<file path="config.mk">
export PLATFORM = sky130hd
export DESIGN_NAME = ice51_top
export DESIGN_NICKNAME = d
export VERILOG_FILES = /design/src/design/ice51_pkg.sv /design/src/design/code_store.sv /design/src/design/uart_tx.sv /design/src/design/instr_decoder.sv /design/src/design/cpu_sequencer.sv /design/src/design/alu.sv /design/src/design/core_regs.sv /design/src/design/ice51_top.sv
export VERILOG_INCLUDE_DIRS = /design/src /design/src/design
export SDC_FILE = /design/constraint.sdc
export NUM_CORES = 2
export LEC_CHECK = 0
export BUFFER_PORTS_ARGS = -buffer_cell sky130_fd_sc_hd__buf_2
export CAP_MARGIN = 20
export CORE_MARGIN = 5
export CORE_UTILIZATION = 45
export CTS_BUF_LIST = sky130_fd_sc_hd__clkbuf_2 sky130_fd_sc_hd__clkbuf_4 sky130_fd_sc_hd__clkbuf_8
export CTS_CLUSTER_SIZE = 16
export DETAILED_ROUTE_END_ITERATION = 16
export PLACE_DENSITY = 0.67
export SETUP_SLACK_MARGIN = 0.3
export SLEW_MARGIN = 20
export SYNTH_ARGS = -nofsm -noshare
export SYNTH_HDL_FRONTEND = slang
export SYNTH_HIERARCHICAL = 1
export SYNTH_SLANG_ARGS = --single-unit
</file>
<file path="constraint.sdc">
create_clock -name i_clk -period 7 [get_ports i_clk]
set_input_delay 0 -clock i_clk [delete_from_list [all_inputs] [get_ports i_clk]]
set_output_delay 0 -clock i_clk [all_outputs]
set_load 0.01 [all_outputs]
</file>
<file path="src/design/ice51_defines.svh">
`ifndef ICE51_DEFINES_SVH
`define ICE51_DEFINES_SVH

// uart timing, a bit lasts UART_SAMPLE+1 clocks
`define UART_SAMPLE  104

// program image loaded after reset
`define LOAD_BYTES   256
`define CODE_AW      8

// memory mapped transmitter
`define TX_ADDR      16'h0201
`define TX_STAT_ADDR 16'h0200

`endif

</file>
<file path="src/design/ice51_pkg.sv">
`include "ice51_defines.svh"

package ice51_pkg;

   // kept opcodes, the rn forms carry zero in the low three bits
   typedef enum logic [7:0] {
      OP_LJMP   = 8'h02, OP_INCA   = 8'h04, OP_INCR   = 8'h08, OP_DECA  = 8'h14,
      OP_DECR   = 8'h18, OP_ADDAI  = 8'h24, OP_ADDCI  = 8'h34, OP_JC    = 8'h40,
      OP_ORLAI  = 8'h44, OP_JNC    = 8'h50, OP_ANLAI  = 8'h54, OP_JZ    = 8'h60,
      OP_XRLAI  = 8'h64, OP_JNZ    = 8'h70, OP_MOVAI  = 8'h74, OP_MOVRI = 8'h78,
      OP_SJMP   = 8'h80, OP_MOVDP  = 8'h90, OP_SUBBAI = 8'h94, OP_CLRC  = 8'hC3,
      OP_SETBC  = 8'hD3, OP_DJNZR  = 8'hD8, OP_MOVXAD = 8'hE0, OP_CLRA  = 8'hE4,
      OP_MOVAR  = 8'hE8, OP_MOVXDA = 8'hF0, OP_CPLA   = 8'hF4, OP_MOVRA = 8'hF8
   } op_e;

   typedef struct packed {
      logic [4:0] op5;
      logic [2:0] rn;
   } op_fields_t;

   typedef union packed {
      logic [7:0] raw;
      op_fields_t f;
   } instr_u;

   typedef enum logic [2:0] {
      PH_FETCH, PH_DECODE0, PH_DECODE1, PH_DECODE2, PH_EXECUTE
   } phase_e;

   typedef enum logic [3:0] {
      ALU_MOVE, ALU_ADD, ALU_ADDC, ALU_SUBB, ALU_AND, ALU_OR,
      ALU_XOR, ALU_INC, ALU_DEC, ALU_CLR, ALU_CPL
   } alu_op_e;

   typedef enum logic [1:0] {RN_ACC, RN_IMM, RN_INC, RN_DEC} rn_src_e;
   typedef enum logic [1:0] {ACC_ALU, ACC_REG, ACC_IO} acc_src_e;

   typedef enum logic [2:0] {
      BR_NONE, BR_SJMP, BR_JZ, BR_JNZ, BR_JC, BR_JNC, BR_DJNZ, BR_LJMP
   } branch_e;

   typedef enum logic [1:0] {RX_IDLE, RX_START, RX_DATA, RX_STOP} rx_state_e;
   typedef enum logic [1:0] {TX_IDLE, TX_START, TX_SEND} tx_state_e;

   typedef struct packed {
      alu_op_e    alu_op;
      logic       acc_wr;
      logic       carry_wr;
      logic       carry_set_val;   // or'ed into the alu carry
      logic       rn_wr;
      rn_src_e    rn_src;
      acc_src_e   acc_src;
      logic       dptr_wr;
      logic       tx_start;        // movx @dptr,a
      branch_e    branch;
      logic [1:0] nbytes;          // operand bytes after the opcode
   } exec_ctrl_t;

   typedef struct packed {
      logic                en;
      logic [`CODE_AW-1:0] addr;
      logic [7:0]          data;
   } code_wr_t;

endpackage

</file>
<file path="src/design/code_store.sv">
`timescale 1ns/1ns
`include "ice51_defines.svh"

module code_store import ice51_pkg::*; (
   input  logic                i_clk,
   input  logic                i_nrst,
   input  logic                i_uart_rx,
   input  logic [`CODE_AW-1:0] i_raddr,
   output logic [7:0]          o_rdata,
   output logic                o_load_done
);
   localparam int CW = $clog2(`UART_SAMPLE + 1);

   logic [1:0]          rx_sync;
   rx_state_e           state;
   logic [CW-1:0]       cnt;
   logic [7:0]          shreg;
   logic [`CODE_AW-1:0] byte_cnt;
   logic                full;
   logic                half;
   logic                rx_done;
   code_wr_t            wr;
   logic [7:0]          mem [2**`CODE_AW];

   //////////////////////////////
   // receiver

   always_ff @(posedge i_clk or negedge i_nrst) begin
      if (!i_nrst)
         rx_sync <= 2'b11;   // line idles high
      else
         rx_sync <= {rx_sync[0], i_uart_rx};
   end

   assign full    = (cnt == CW'(`UART_SAMPLE));
   assign half    = (cnt == CW'(`UART_SAMPLE / 2));
   assign rx_done = (state == RX_STOP) && full;   // stop bit sample

   always_ff @(posedge i_clk or negedge i_nrst) begin
      if (!i_nrst) begin
         state <= RX_IDLE;
         cnt   <= '0;
      end else begin
         cnt <= cnt + 1'b1;
         case (state)
            RX_IDLE: begin
               cnt <= '0;
               if (!rx_sync[1])
                  state <= RX_START;
            end
            RX_START: if (half) begin   // middle of start bit
               cnt   <= '0;
               state <= RX_DATA;
            end
            RX_DATA: if (full) begin
               cnt <= '0;
               if (shreg[0])
                  state <= RX_STOP;     // marker reached bit 0, last data bit
            end
            default: if (full) begin
               cnt   <= '0;
               state <= RX_IDLE;
            end
         endcase
      end
   end

   // lsb first, marker walks down from bit 7
   always_ff @(posedge i_clk) begin
      if (state == RX_IDLE)
         shreg <= 8'h80;
      else if (state == RX_DATA && full)
         shreg <= {rx_sync[1], shreg[7:1]};
   end

   //////////////////////////////
   // loader and code ram

   assign wr = '{en: rx_done && !o_load_done, addr: byte_cnt, data: shreg};

   always_ff @(posedge i_clk or negedge i_nrst) begin
      if (!i_nrst) begin
         byte_cnt    <= '0;
         o_load_done <= 1'b0;
      end else if (wr.en) begin
         byte_cnt <= byte_cnt + 1'b1;
         if (byte_cnt == `CODE_AW'(`LOAD_BYTES - 1))
            o_load_done <= 1'b1;   // held until reset
      end
   end

   always_ff @(posedge i_clk) begin
      if (wr.en)
         mem[wr.addr] <= wr.data;
      o_rdata <= mem[i_raddr];   // one cycle read latency
   end

endmodule

</file>
<file path="src/design/uart_tx.sv">
`timescale 1ns/1ns
`include "ice51_defines.svh"

module uart_tx import ice51_pkg::*; (
   input  logic       i_clk,
   input  logic       i_nrst,
   input  logic       i_start,
   input  logic [7:0] i_data,
   output logic       o_tx,
   output logic       o_busy
);
   localparam int CW = $clog2(`UART_SAMPLE + 1);

   tx_state_e     state;
   logic [CW-1:0] cnt;
   logic [3:0]    bits;
   logic [7:0]    shreg;
   logic          tick;
   logic          finish;

   assign tick   = (cnt == CW'(`UART_SAMPLE));
   assign finish = tick && (bits == 4'd9);   // end of stop bit

   always_ff @(posedge i_clk or negedge i_nrst) begin
      if (!i_nrst) begin
         state <= TX_IDLE;
         cnt   <= '0;
         bits  <= '0;
      end else begin
         cnt <= (state == TX_IDLE || tick) ? '0 : cnt + 1'b1;
         if (state == TX_IDLE || finish)
            bits <= '0;
         else if (tick)
            bits <= bits + 1'b1;
         case (state)
            TX_IDLE:  if (i_start) state <= TX_START;   // start while busy is dropped
            TX_START: if (tick) state <= TX_SEND;
            default:  if (finish) state <= TX_IDLE;
         endcase
      end
   end

   // msb first, ones fill in behind so the last shifts give the stop bit
   always_ff @(posedge i_clk) begin
      if (state == TX_IDLE && i_start)
         shreg <= i_data;
      else if (state == TX_SEND && tick)
         shreg <= {shreg[6:0], 1'b1};
   end

   assign o_busy = (state != TX_IDLE);
   assign o_tx   = (state == TX_IDLE) ? 1'b1 : (state == TX_START) ? 1'b0 : shreg[7];

endmodule

</file>
<file path="src/design/instr_decoder.sv">
`timescale 1ns/1ns

module instr_decoder import ice51_pkg::*; (
   input  instr_u     i_op,
   output exec_ctrl_t o_ctrl
);
   logic    acc_imm;   // a,#imm group
   logic    acc_only;
   logic    op_movxad;
   logic    op_incr;
   logic    op_decr;
   logic    op_movri;
   logic    op_movra;
   logic    op_movar;
   logic    op_djnz;
   alu_op_e alu_sel;
   branch_e br_sel;

   assign acc_imm   = i_op.raw inside {OP_MOVAI, OP_ADDAI, OP_ADDCI, OP_SUBBAI,
                                       OP_ANLAI, OP_ORLAI, OP_XRLAI};
   assign acc_only  = i_op.raw inside {OP_INCA, OP_DECA, OP_CLRA, OP_CPLA};
   assign op_movxad = (i_op.raw == OP_MOVXAD);

   // rn forms match on the upper five bits only
   assign op_incr  = ({i_op.f.op5, 3'b000} == OP_INCR);
   assign op_decr  = ({i_op.f.op5, 3'b000} == OP_DECR);
   assign op_movri = ({i_op.f.op5, 3'b000} == OP_MOVRI);
   assign op_movra = ({i_op.f.op5, 3'b000} == OP_MOVRA);
   assign op_movar = ({i_op.f.op5, 3'b000} == OP_MOVAR);
   assign op_djnz  = ({i_op.f.op5, 3'b000} == OP_DJNZR);

   always_comb begin
      case (i_op.raw)
         OP_ADDAI:  alu_sel = ALU_ADD;
         OP_ADDCI:  alu_sel = ALU_ADDC;
         OP_SUBBAI: alu_sel = ALU_SUBB;
         OP_ANLAI:  alu_sel = ALU_AND;
         OP_ORLAI:  alu_sel = ALU_OR;
         OP_XRLAI:  alu_sel = ALU_XOR;
         OP_INCA:   alu_sel = ALU_INC;
         OP_DECA:   alu_sel = ALU_DEC;
         OP_CLRA:   alu_sel = ALU_CLR;
         OP_CPLA:   alu_sel = ALU_CPL;
         default:   alu_sel = ALU_MOVE;   // also clr c / setb c, carry out is zero
      endcase
   end

   always_comb begin
      case (i_op.raw)
         OP_SJMP: br_sel = BR_SJMP;
         OP_JZ:   br_sel = BR_JZ;
         OP_JNZ:  br_sel = BR_JNZ;
         OP_JC:   br_sel = BR_JC;
         OP_JNC:  br_sel = BR_JNC;
         OP_LJMP: br_sel = BR_LJMP;
         default: br_sel = op_djnz ? BR_DJNZ : BR_NONE;
      endcase
   end

   // unknown opcodes fall out as all zero, a one byte nop
   always_comb begin
      o_ctrl.alu_op        = alu_sel;
      o_ctrl.acc_wr        = acc_imm | acc_only | op_movar | op_movxad;
      o_ctrl.carry_wr      = i_op.raw inside {OP_ADDAI, OP_ADDCI, OP_SUBBAI, OP_CLRC, OP_SETBC};
      o_ctrl.carry_set_val = (i_op.raw == OP_SETBC);
      o_ctrl.rn_wr         = op_incr | op_decr | op_movri | op_movra | op_djnz;
      o_ctrl.rn_src        = op_movri ? RN_IMM :
                             op_incr  ? RN_INC :
                             (op_decr | op_djnz) ? RN_DEC : RN_ACC;
      o_ctrl.acc_src       = op_movar ? ACC_REG : op_movxad ? ACC_IO : ACC_ALU;
      o_ctrl.dptr_wr       = (i_op.raw == OP_MOVDP);
      o_ctrl.tx_start      = (i_op.raw == OP_MOVXDA);
      o_ctrl.branch        = br_sel;
      if (br_sel == BR_LJMP || i_op.raw == OP_MOVDP)
         o_ctrl.nbytes = 2'd2;
      else if (acc_imm || op_movri || br_sel != BR_NONE)
         o_ctrl.nbytes = 2'd1;   // imm or rel
      else
         o_ctrl.nbytes = 2'd0;
   end

endmodule

</file>
<file path="src/design/cpu_sequencer.sv">
`timescale 1ns/1ns
`include "ice51_defines.svh"

module cpu_sequencer import ice51_pkg::*; (
   input  logic                i_clk,
   input  logic                i_nrst,
   input  logic                i_load_done,
   input  logic [7:0]          i_code,
   input  exec_ctrl_t          i_ctrl,
   input  logic                i_acc_zero,
   input  logic                i_carry,
   input  logic                i_rn_zero_next,
   output instr_u              o_op,
   output logic [`CODE_AW-1:0] o_raddr,
   output logic [7:0]          o_imm_h,
   output logic [7:0]          o_imm_l,
   output phase_e              o_phase
);
   logic [`CODE_AW-1:0] pc;
   logic [`CODE_AW-1:0] pc_next;
   logic [7:0]          op_q;
   phase_e              phase_next;
   logic                step;    // pc moves to the next code byte
   logic                taken;

   assign o_raddr  = pc;
   assign o_op.raw = (o_phase == PH_DECODE0) ? i_code : op_q;   // opcode straight from ram

   //////////////////////////////
   // phases

   always_comb begin
      phase_next = o_phase;
      step       = 1'b0;
      case (o_phase)
         PH_FETCH: if (i_load_done) begin   // parked here while loading
            phase_next = PH_DECODE0;
            step       = 1'b1;
         end
         PH_DECODE0: begin
            step       = (i_ctrl.nbytes != 2'd0);
            phase_next = step ? PH_DECODE1 : PH_EXECUTE;
         end
         PH_DECODE1: begin
            step       = (i_ctrl.nbytes == 2'd2);
            phase_next = step ? PH_DECODE2 : PH_EXECUTE;
         end
         PH_DECODE2: phase_next = PH_EXECUTE;
         default:    phase_next = PH_FETCH;
      endcase
   end

   //////////////////////////////
   // branches and pc

   always_comb begin
      case (i_ctrl.branch)
         BR_SJMP: taken = 1'b1;
         BR_JZ:   taken = i_acc_zero;
         BR_JNZ:  taken = !i_acc_zero;
         BR_JC:   taken = i_carry;
         BR_JNC:  taken = !i_carry;
         BR_DJNZ: taken = !i_rn_zero_next;
         default: taken = 1'b0;
      endcase
   end

   // pc already points past the instruction in execute
   always_comb begin
      pc_next = pc;
      if (step)
         pc_next = pc + 1'b1;
      if (o_phase == PH_EXECUTE) begin
         if (i_ctrl.branch == BR_LJMP)
            pc_next = o_imm_l[`CODE_AW-1:0];           // low address byte only
         else if (taken)
            pc_next = pc + o_imm_h[`CODE_AW-1:0];      // wraps mod 256
      end
   end

   always_ff @(posedge i_clk or negedge i_nrst) begin
      if (!i_nrst) begin
         o_phase <= PH_FETCH;
         pc      <= '0;
      end else begin
         o_phase <= phase_next;
         pc      <= pc_next;
      end
   end

   always_ff @(posedge i_clk) begin
      if (o_phase == PH_DECODE0)
         op_q <= i_code;
      if (o_phase == PH_DECODE1)
         o_imm_h <= i_code;
      if (o_phase == PH_DECODE2)
         o_imm_l <= i_code;
   end

endmodule

</file>
<file path="src/design/alu.sv">
`timescale 1ns/1ns

module alu import ice51_pkg::*; (
   input  alu_op_e    i_op,
   input  logic [7:0] i_acc,
   input  logic [7:0] i_operand,
   input  logic       i_carry,
   output logic [7:0] o_result,
   output logic       o_carry
);
   logic       cin;
   logic [8:0] sum;
   logic [8:0] diff;

   assign cin  = (i_op == ALU_ADDC || i_op == ALU_SUBB) ? i_carry : 1'b0;
   assign sum  = {1'b0, i_acc} + {1'b0, i_operand} + {8'd0, cin};
   assign diff = {1'b0, i_acc} - {1'b0, i_operand} - {8'd0, cin};   // bit 8 is the borrow

   always_comb begin
      case (i_op)
         ALU_ADD, ALU_ADDC: o_result = sum[7:0];
         ALU_SUBB: o_result = diff[7:0];
         ALU_AND:  o_result = i_acc & i_operand;
         ALU_OR:   o_result = i_acc | i_operand;
         ALU_XOR:  o_result = i_acc ^ i_operand;
         ALU_INC:  o_result = i_acc + 8'd1;
         ALU_DEC:  o_result = i_acc - 8'd1;
         ALU_CLR:  o_result = 8'd0;
         ALU_CPL:  o_result = ~i_acc;
         default:  o_result = i_operand;
      endcase
   end

   // only add, addc and subb produce a carry
   assign o_carry = (i_op == ALU_ADD || i_op == ALU_ADDC) ? sum[8] :
                    (i_op == ALU_SUBB) ? diff[8] : 1'b0;

endmodule

</file>
<file path="src/design/core_regs.sv">
`timescale 1ns/1ns
`include "ice51_defines.svh"

module core_regs import ice51_pkg::*; (
   input  logic       i_clk,
   input  logic       i_nrst,
   input  phase_e     i_phase,
   input  exec_ctrl_t i_ctrl,
   input  logic [2:0] i_rn,
   input  logic [7:0] i_imm_h,
   input  logic [7:0] i_imm_l,
   input  logic [7:0] i_alu_result,
   input  logic       i_alu_carry,
   input  logic       i_tx_busy,
   output logic [7:0] o_acc,
   output logic       o_carry,
   output logic       o_acc_zero,
   output logic       o_rn_zero_next,
   output logic       o_tx_start,
   output logic [7:0] o_rn_data
);
   logic [7:0]  rf [8];   // r0..r7
   logic [15:0] dptr;
   logic [7:0]  rn_wdata;
   logic [7:0]  io_rdata;
   logic [7:0]  acc_next;
   logic        exec;

   assign exec       = (i_phase == PH_EXECUTE);
   assign o_rn_data  = rf[i_rn];
   assign o_acc_zero = (o_acc == 8'd0);

   //////////////////////////////
   // working registers

   always_comb begin
      case (i_ctrl.rn_src)
         RN_IMM:  rn_wdata = i_imm_h;
         RN_INC:  rn_wdata = o_rn_data + 8'd1;
         RN_DEC:  rn_wdata = o_rn_data - 8'd1;
         default: rn_wdata = o_acc;
      endcase
   end

   assign o_rn_zero_next = (rn_wdata == 8'd0);   // djnz falls through on zero

   always_ff @(posedge i_clk) begin
      if (exec && i_ctrl.rn_wr)
         rf[i_rn] <= rn_wdata;
   end

   //////////////////////////////
   // acc, carry, dptr and i/o

   assign io_rdata   = (dptr == `TX_STAT_ADDR) ? {7'd0, i_tx_busy} : 8'd0;
   assign o_tx_start = exec && i_ctrl.tx_start && (dptr == `TX_ADDR);

   always_comb begin
      case (i_ctrl.acc_src)
         ACC_REG: acc_next = o_rn_data;
         ACC_IO:  acc_next = io_rdata;
         default: acc_next = i_alu_result;
      endcase
   end

   always_ff @(posedge i_clk or negedge i_nrst) begin
      if (!i_nrst) begin
         o_acc   <= 8'd0;
         o_carry <= 1'b0;
         dptr    <= 16'd0;
      end else if (exec) begin
         if (i_ctrl.acc_wr)
            o_acc <= acc_next;
         if (i_ctrl.carry_wr)
            o_carry <= i_alu_carry | i_ctrl.carry_set_val;   // setb c forces one
         if (i_ctrl.dptr_wr)
            dptr <= {i_imm_h, i_imm_l};
      end
   end

endmodule

</file>
<file path="src/design/ice51_top.sv">
`timescale 1ns/1ns
`include "ice51_defines.svh"

module ice51_top import ice51_pkg::*; (
   input  logic i_clk,
   input  logic i_nrst,
   input  logic i_uart_rx,
   output logic o_uart_tx
);
   logic [`CODE_AW-1:0] raddr;
   logic [7:0]          rdata;
   logic                load_done;
   instr_u              op;
   exec_ctrl_t          ctrl;
   phase_e              phase;
   logic [7:0]          imm_h;
   logic [7:0]          imm_l;
   logic [7:0]          acc;
   logic                carry;
   logic                acc_zero;
   logic                rn_zero_next;
   logic [7:0]          alu_result;
   logic                alu_carry;
   logic                tx_start;
   logic                tx_busy;

   code_store u_code_store (
      .i_clk       (i_clk),
      .i_nrst      (i_nrst),
      .i_uart_rx   (i_uart_rx),
      .i_raddr     (raddr),
      .o_rdata     (rdata),
      .o_load_done (load_done)
   );

   cpu_sequencer u_seq (
      .i_clk          (i_clk),
      .i_nrst         (i_nrst),
      .i_load_done    (load_done),
      .i_code         (rdata),
      .i_ctrl         (ctrl),
      .i_acc_zero     (acc_zero),
      .i_carry        (carry),
      .i_rn_zero_next (rn_zero_next),
      .o_op           (op),
      .o_raddr        (raddr),
      .o_imm_h        (imm_h),
      .o_imm_l        (imm_l),
      .o_phase        (phase)
   );

   instr_decoder u_dec (
      .i_op   (op),
      .o_ctrl (ctrl)
   );

   alu u_alu (
      .i_op      (ctrl.alu_op),
      .i_acc     (acc),
      .i_operand (imm_h),
      .i_carry   (carry),
      .o_result  (alu_result),
      .o_carry   (alu_carry)
   );

   core_regs u_regs (
      .i_clk          (i_clk),
      .i_nrst         (i_nrst),
      .i_phase        (phase),
      .i_ctrl         (ctrl),
      .i_rn           (op.f.rn),
      .i_imm_h        (imm_h),
      .i_imm_l        (imm_l),
      .i_alu_result   (alu_result),
      .i_alu_carry    (alu_carry),
      .i_tx_busy      (tx_busy),
      .o_acc          (acc),
      .o_carry        (carry),
      .o_acc_zero     (acc_zero),
      .o_rn_zero_next (rn_zero_next),
      .o_tx_start     (tx_start),
      .o_rn_data      ()
   );

   uart_tx u_tx (
      .i_clk   (i_clk),
      .i_nrst  (i_nrst),
      .i_start (tx_start),
      .i_data  (acc),
      .o_tx    (o_uart_tx),
      .o_busy  (tx_busy)
   );

endmodule

</file>
==> metrics <==
status=finished, final reports clean; dpl hpwl=132000 um; CTS root buffer=clkbuf_8; cell with the most instances after synthesis=edfxtp_1; largest net degree at the start of global routing=between 200 and 250; final wirelength=219000 um; dominant cell type by area after synthesis=edfxtp_1; Worst Skew=0.147 ns; synth unique cells=103; I/O pin total=4; Die Y=about 460 um; Worst Max-Slew Pin Slew=1.22 ns; setup violators final=0; routed len/inst=roughly 28 um; CP top delay family=simple AND/OR/NAND/NOR gates; Reg clk slew, reported paths=0.06 ns; fin crit share=89.8%; Yosys top cell area share=slightly above 70%; Critical Path RT=7.90 ns; Clock H-tree levels=5; DRC Markers=0; crit path buf inv count=2; Die W=458 um; Max Fanout on Critical Path=21; CP max stage cell=or4b_2; # Max-Cap Violations=0; Seq/Total Area, Yosys=between 70% and 80%; total congestion overflow=0; via count=47400; share of cells above drive strength 1=23.2%; switching pwr=5040 uW; setup TNS=0 ns; clk buf depth=4; cell mode on critical path=fa_1; clk sinks=2229; DRT iter0 DRCs=5832; core area=~0.2 mm2; Max Fclk=between 0.15 and 0.2 GHz; Synth async-reset ratio=3.10%; CP Capture Type=flop; Worst slew margin=around a fifth; clock share of power=43.6%; Tot GR Track Use=20.6%; Critical Path Start Type=flop; CP max stage delay=0.75 ns; final core utilization=50.2%; Yosys warning count=6; largest cells by area after synthesis=edfxtp_1, mux4_2, mux2i_1, dfrtp_1, nor2_1; min Tclk post-route=6.29 ns; Fin. Hold Viols=0; Vias/cell=6.01; row cnt=roughly 160; Final nets=between 5000 and 6000; number of global-route vias before repair=roughly 47000; first-pass iteration count of the detailed router=6; Data arrival, critical path=between 7 and 8 ns; critical path type=flop to flop; syn nets=4822; RSZ-0062 raised after global routing=no; commonest cells in the netlist=edfxtp_1, mux4_2, nor2_1, mux2i_1, a21oi_1; Yosys reg bits=between 2000 and 2500; Net Sw Frac=19.7%; worst-case hold slack=0.107 ns; LEAKAGE=0.0341 uW; EDFF count, synth=2136; Pwr Density=255 mW/mm2; Skew-Pair Late Insertion Delay=around 1.1 ns; Slew Limit Fails=0; Post-Synthesis Cells=about 4700; die area=0.210 mm2; initial antenna violation count=8; gp weighted congestion=roughly 0.86; Comb power frac=less than 1%; peak supply drop=0.200 mV; Num CTS Buffers=371; Initial Utilization=45.2%; first-pass GRT wire length=320000 um; TritonCTS clock tree=yes; I/O Buffers=3; Most used DFF post-synth=edfxtp_1; post-route ant nets=0; Post-CTS Setup Bufs=0; Cell Int Power=20500 uW; Post-Syn Area=between 0.09 and 0.1 mm2; CP cell instances=nor3b_2 > mux2_2 > or4b_4 > nor2_1 > buf_4 > inv_1 > or4b_2 > fa_1 > fa_1 > o21ai_0 > nor2b_1 > xnor2_1 > a221oi_2 > o21ai_1 > a211o_1 > a22oi_1 > a21oi_1; P&R area growth vs syn=10.9%; Worst Hold Class=primary input to async pin; sequential power share=56.3%; Synth Area per Inst=roughly 19 um2
## worst paths after layout
kind,start,end,slack (ns),cells after the start
setup / recovery,u_seq/o_phase[0],u_regs/o_acc[4],0.71,17
hold / removal,i_nrst,u_seq/o_raddr[1],0.11,4
setup reg to reg,u_seq/o_phase[0],u_regs/o_acc[4],0.71,17
hold reg to reg,u_code_store/rx_sync[0],u_code_store/rx_sync[1],0.36,0
max in group asynchronous,i_nrst,u_tx/cnt[5],6.46,4
min in group i_clk,i_uart_rx,u_code_store/rx_sync[0],0.17,3
## layer usage
layer / global-route usage, % / part of all wire [%]
met5: 0 / 0.0082
met4: 6.43 / 2.8
met3: 4.77 / 9.1
met2: 32.0 / 48
met1: 29.1 / 40
## final cells by class
| type | instances | area [um2] |
|---|---|---|
| Fill cell | 15900 | 99500 |
| Sequential cell | 2229 | 66400 |
| Multi-Input combinational cell | 2192 | 22100 |
| Clock buffer | 492 | 6090 |
| Tap cell | 2656 | 3320 |
| Timing Repair Buffer | 108 | 1040 |
| Clock inverter | 153 | 1020 |
| Inverter | 57 | 214 |
| Antenna cell | 9 | 22.5 |
## through the flow
stage	instance area, um2	power (uW)	setup slack [ns]	instances
after floorplan	90300	14700	1.61	4746
after global placement	93000	14700	0.799	7236
after detailed placement	93000	14700	0.825	7236
after CTS	100000	25800	0.774	7886
after global routing	100000	26400	0.432	7892
final	100000	25500	0.713	7896
## logic make-up (layout without fill, tap and decap cells)
logic type,count (synthesis),in the layout,synth area share [%]
DFF,2229,2229,73.5
and+or+nand+nor,761,761,4.04
muxes,676,676,13.9
AOI/OAI and AO/OA,633,633,4.84
buffers and inverters,325,810,2.18
adders and majority gates,74,74,1.08
xor gates and xnor gates,48,48,0.466
other,0,9,0
## worst reg2reg max path, stage by stage (launching register included)
cell,delay (ns)
dfrtp_1,0.54
nor3b_2,0.68
mux2_2,0.61
or4b_4,0.62
nor2_1,0.14
buf_4,0.24
inv_1,0.18
or4b_2,0.75
fa_1,0.46
fa_1,0.44
o21ai_0,0.28
nor2b_1,0.20
xnor2_1,0.09
a221oi_2,0.24
o21ai_1,0.09
a211o_1,0.25
a22oi_1,0.19
a21oi_1,0.09
## registers in the layout (all words and copies together), names as in the netlist, 8 cells and up
name,flops
u_seq/o_raddr,8
u_regs/o_acc,8
u_regs/dptr,16
u_regs/rf,64
u_seq/o_imm_h,8
u_seq/op_q,8
u_code_store/o_rdata,8
u_code_store/byte_cnt,8
u_code_store/mem,2048
u_seq/o_imm_l,8
u_tx/shreg,8
u_code_store/shreg,8
## power groups by stage
stage                     registers [uW]  logic (uW)  clock network, uW
final                              14400        14.1              11100
after global routing               14400        16.3              12000
after CTS                          14400        15.0              11400
after detailed placement           14700        10.5                  0
after global placement             14700        10.3                  0
after floorplan                    14700      0.0195                  0
## cell usage in the layout (no fill, tap or decap), drive strengths merged, types with 17 or more instances in the layout
master / n
edfxtp: 2136
clkbuf: 493
mux4: 451
nor2: 363
mux2i: 179
a21oi: 160
a22oi: 153
clkinv: 134
nand2: 109
buf: 103
dfrtp: 67
ha: 66
o21ai: 62
inv: 59
o22ai: 57
nor3: 51
nand3: 48
mux2: 46
nor4: 37
o221ai: 35
a221oi: 33
xnor2: 32
nor2b: 28
dfxtp: 24
nand2b: 21
a211oi: 21
a22o: 17
## timing repair
action                                 4_1_cts  5_1_grt
setup endpoints to repair                    0        4
hold buffers                                 5        0
endpoints found under the hold margin       70        0
gates resized for setup                      0        1
Power figures use the tool's default switching activity.
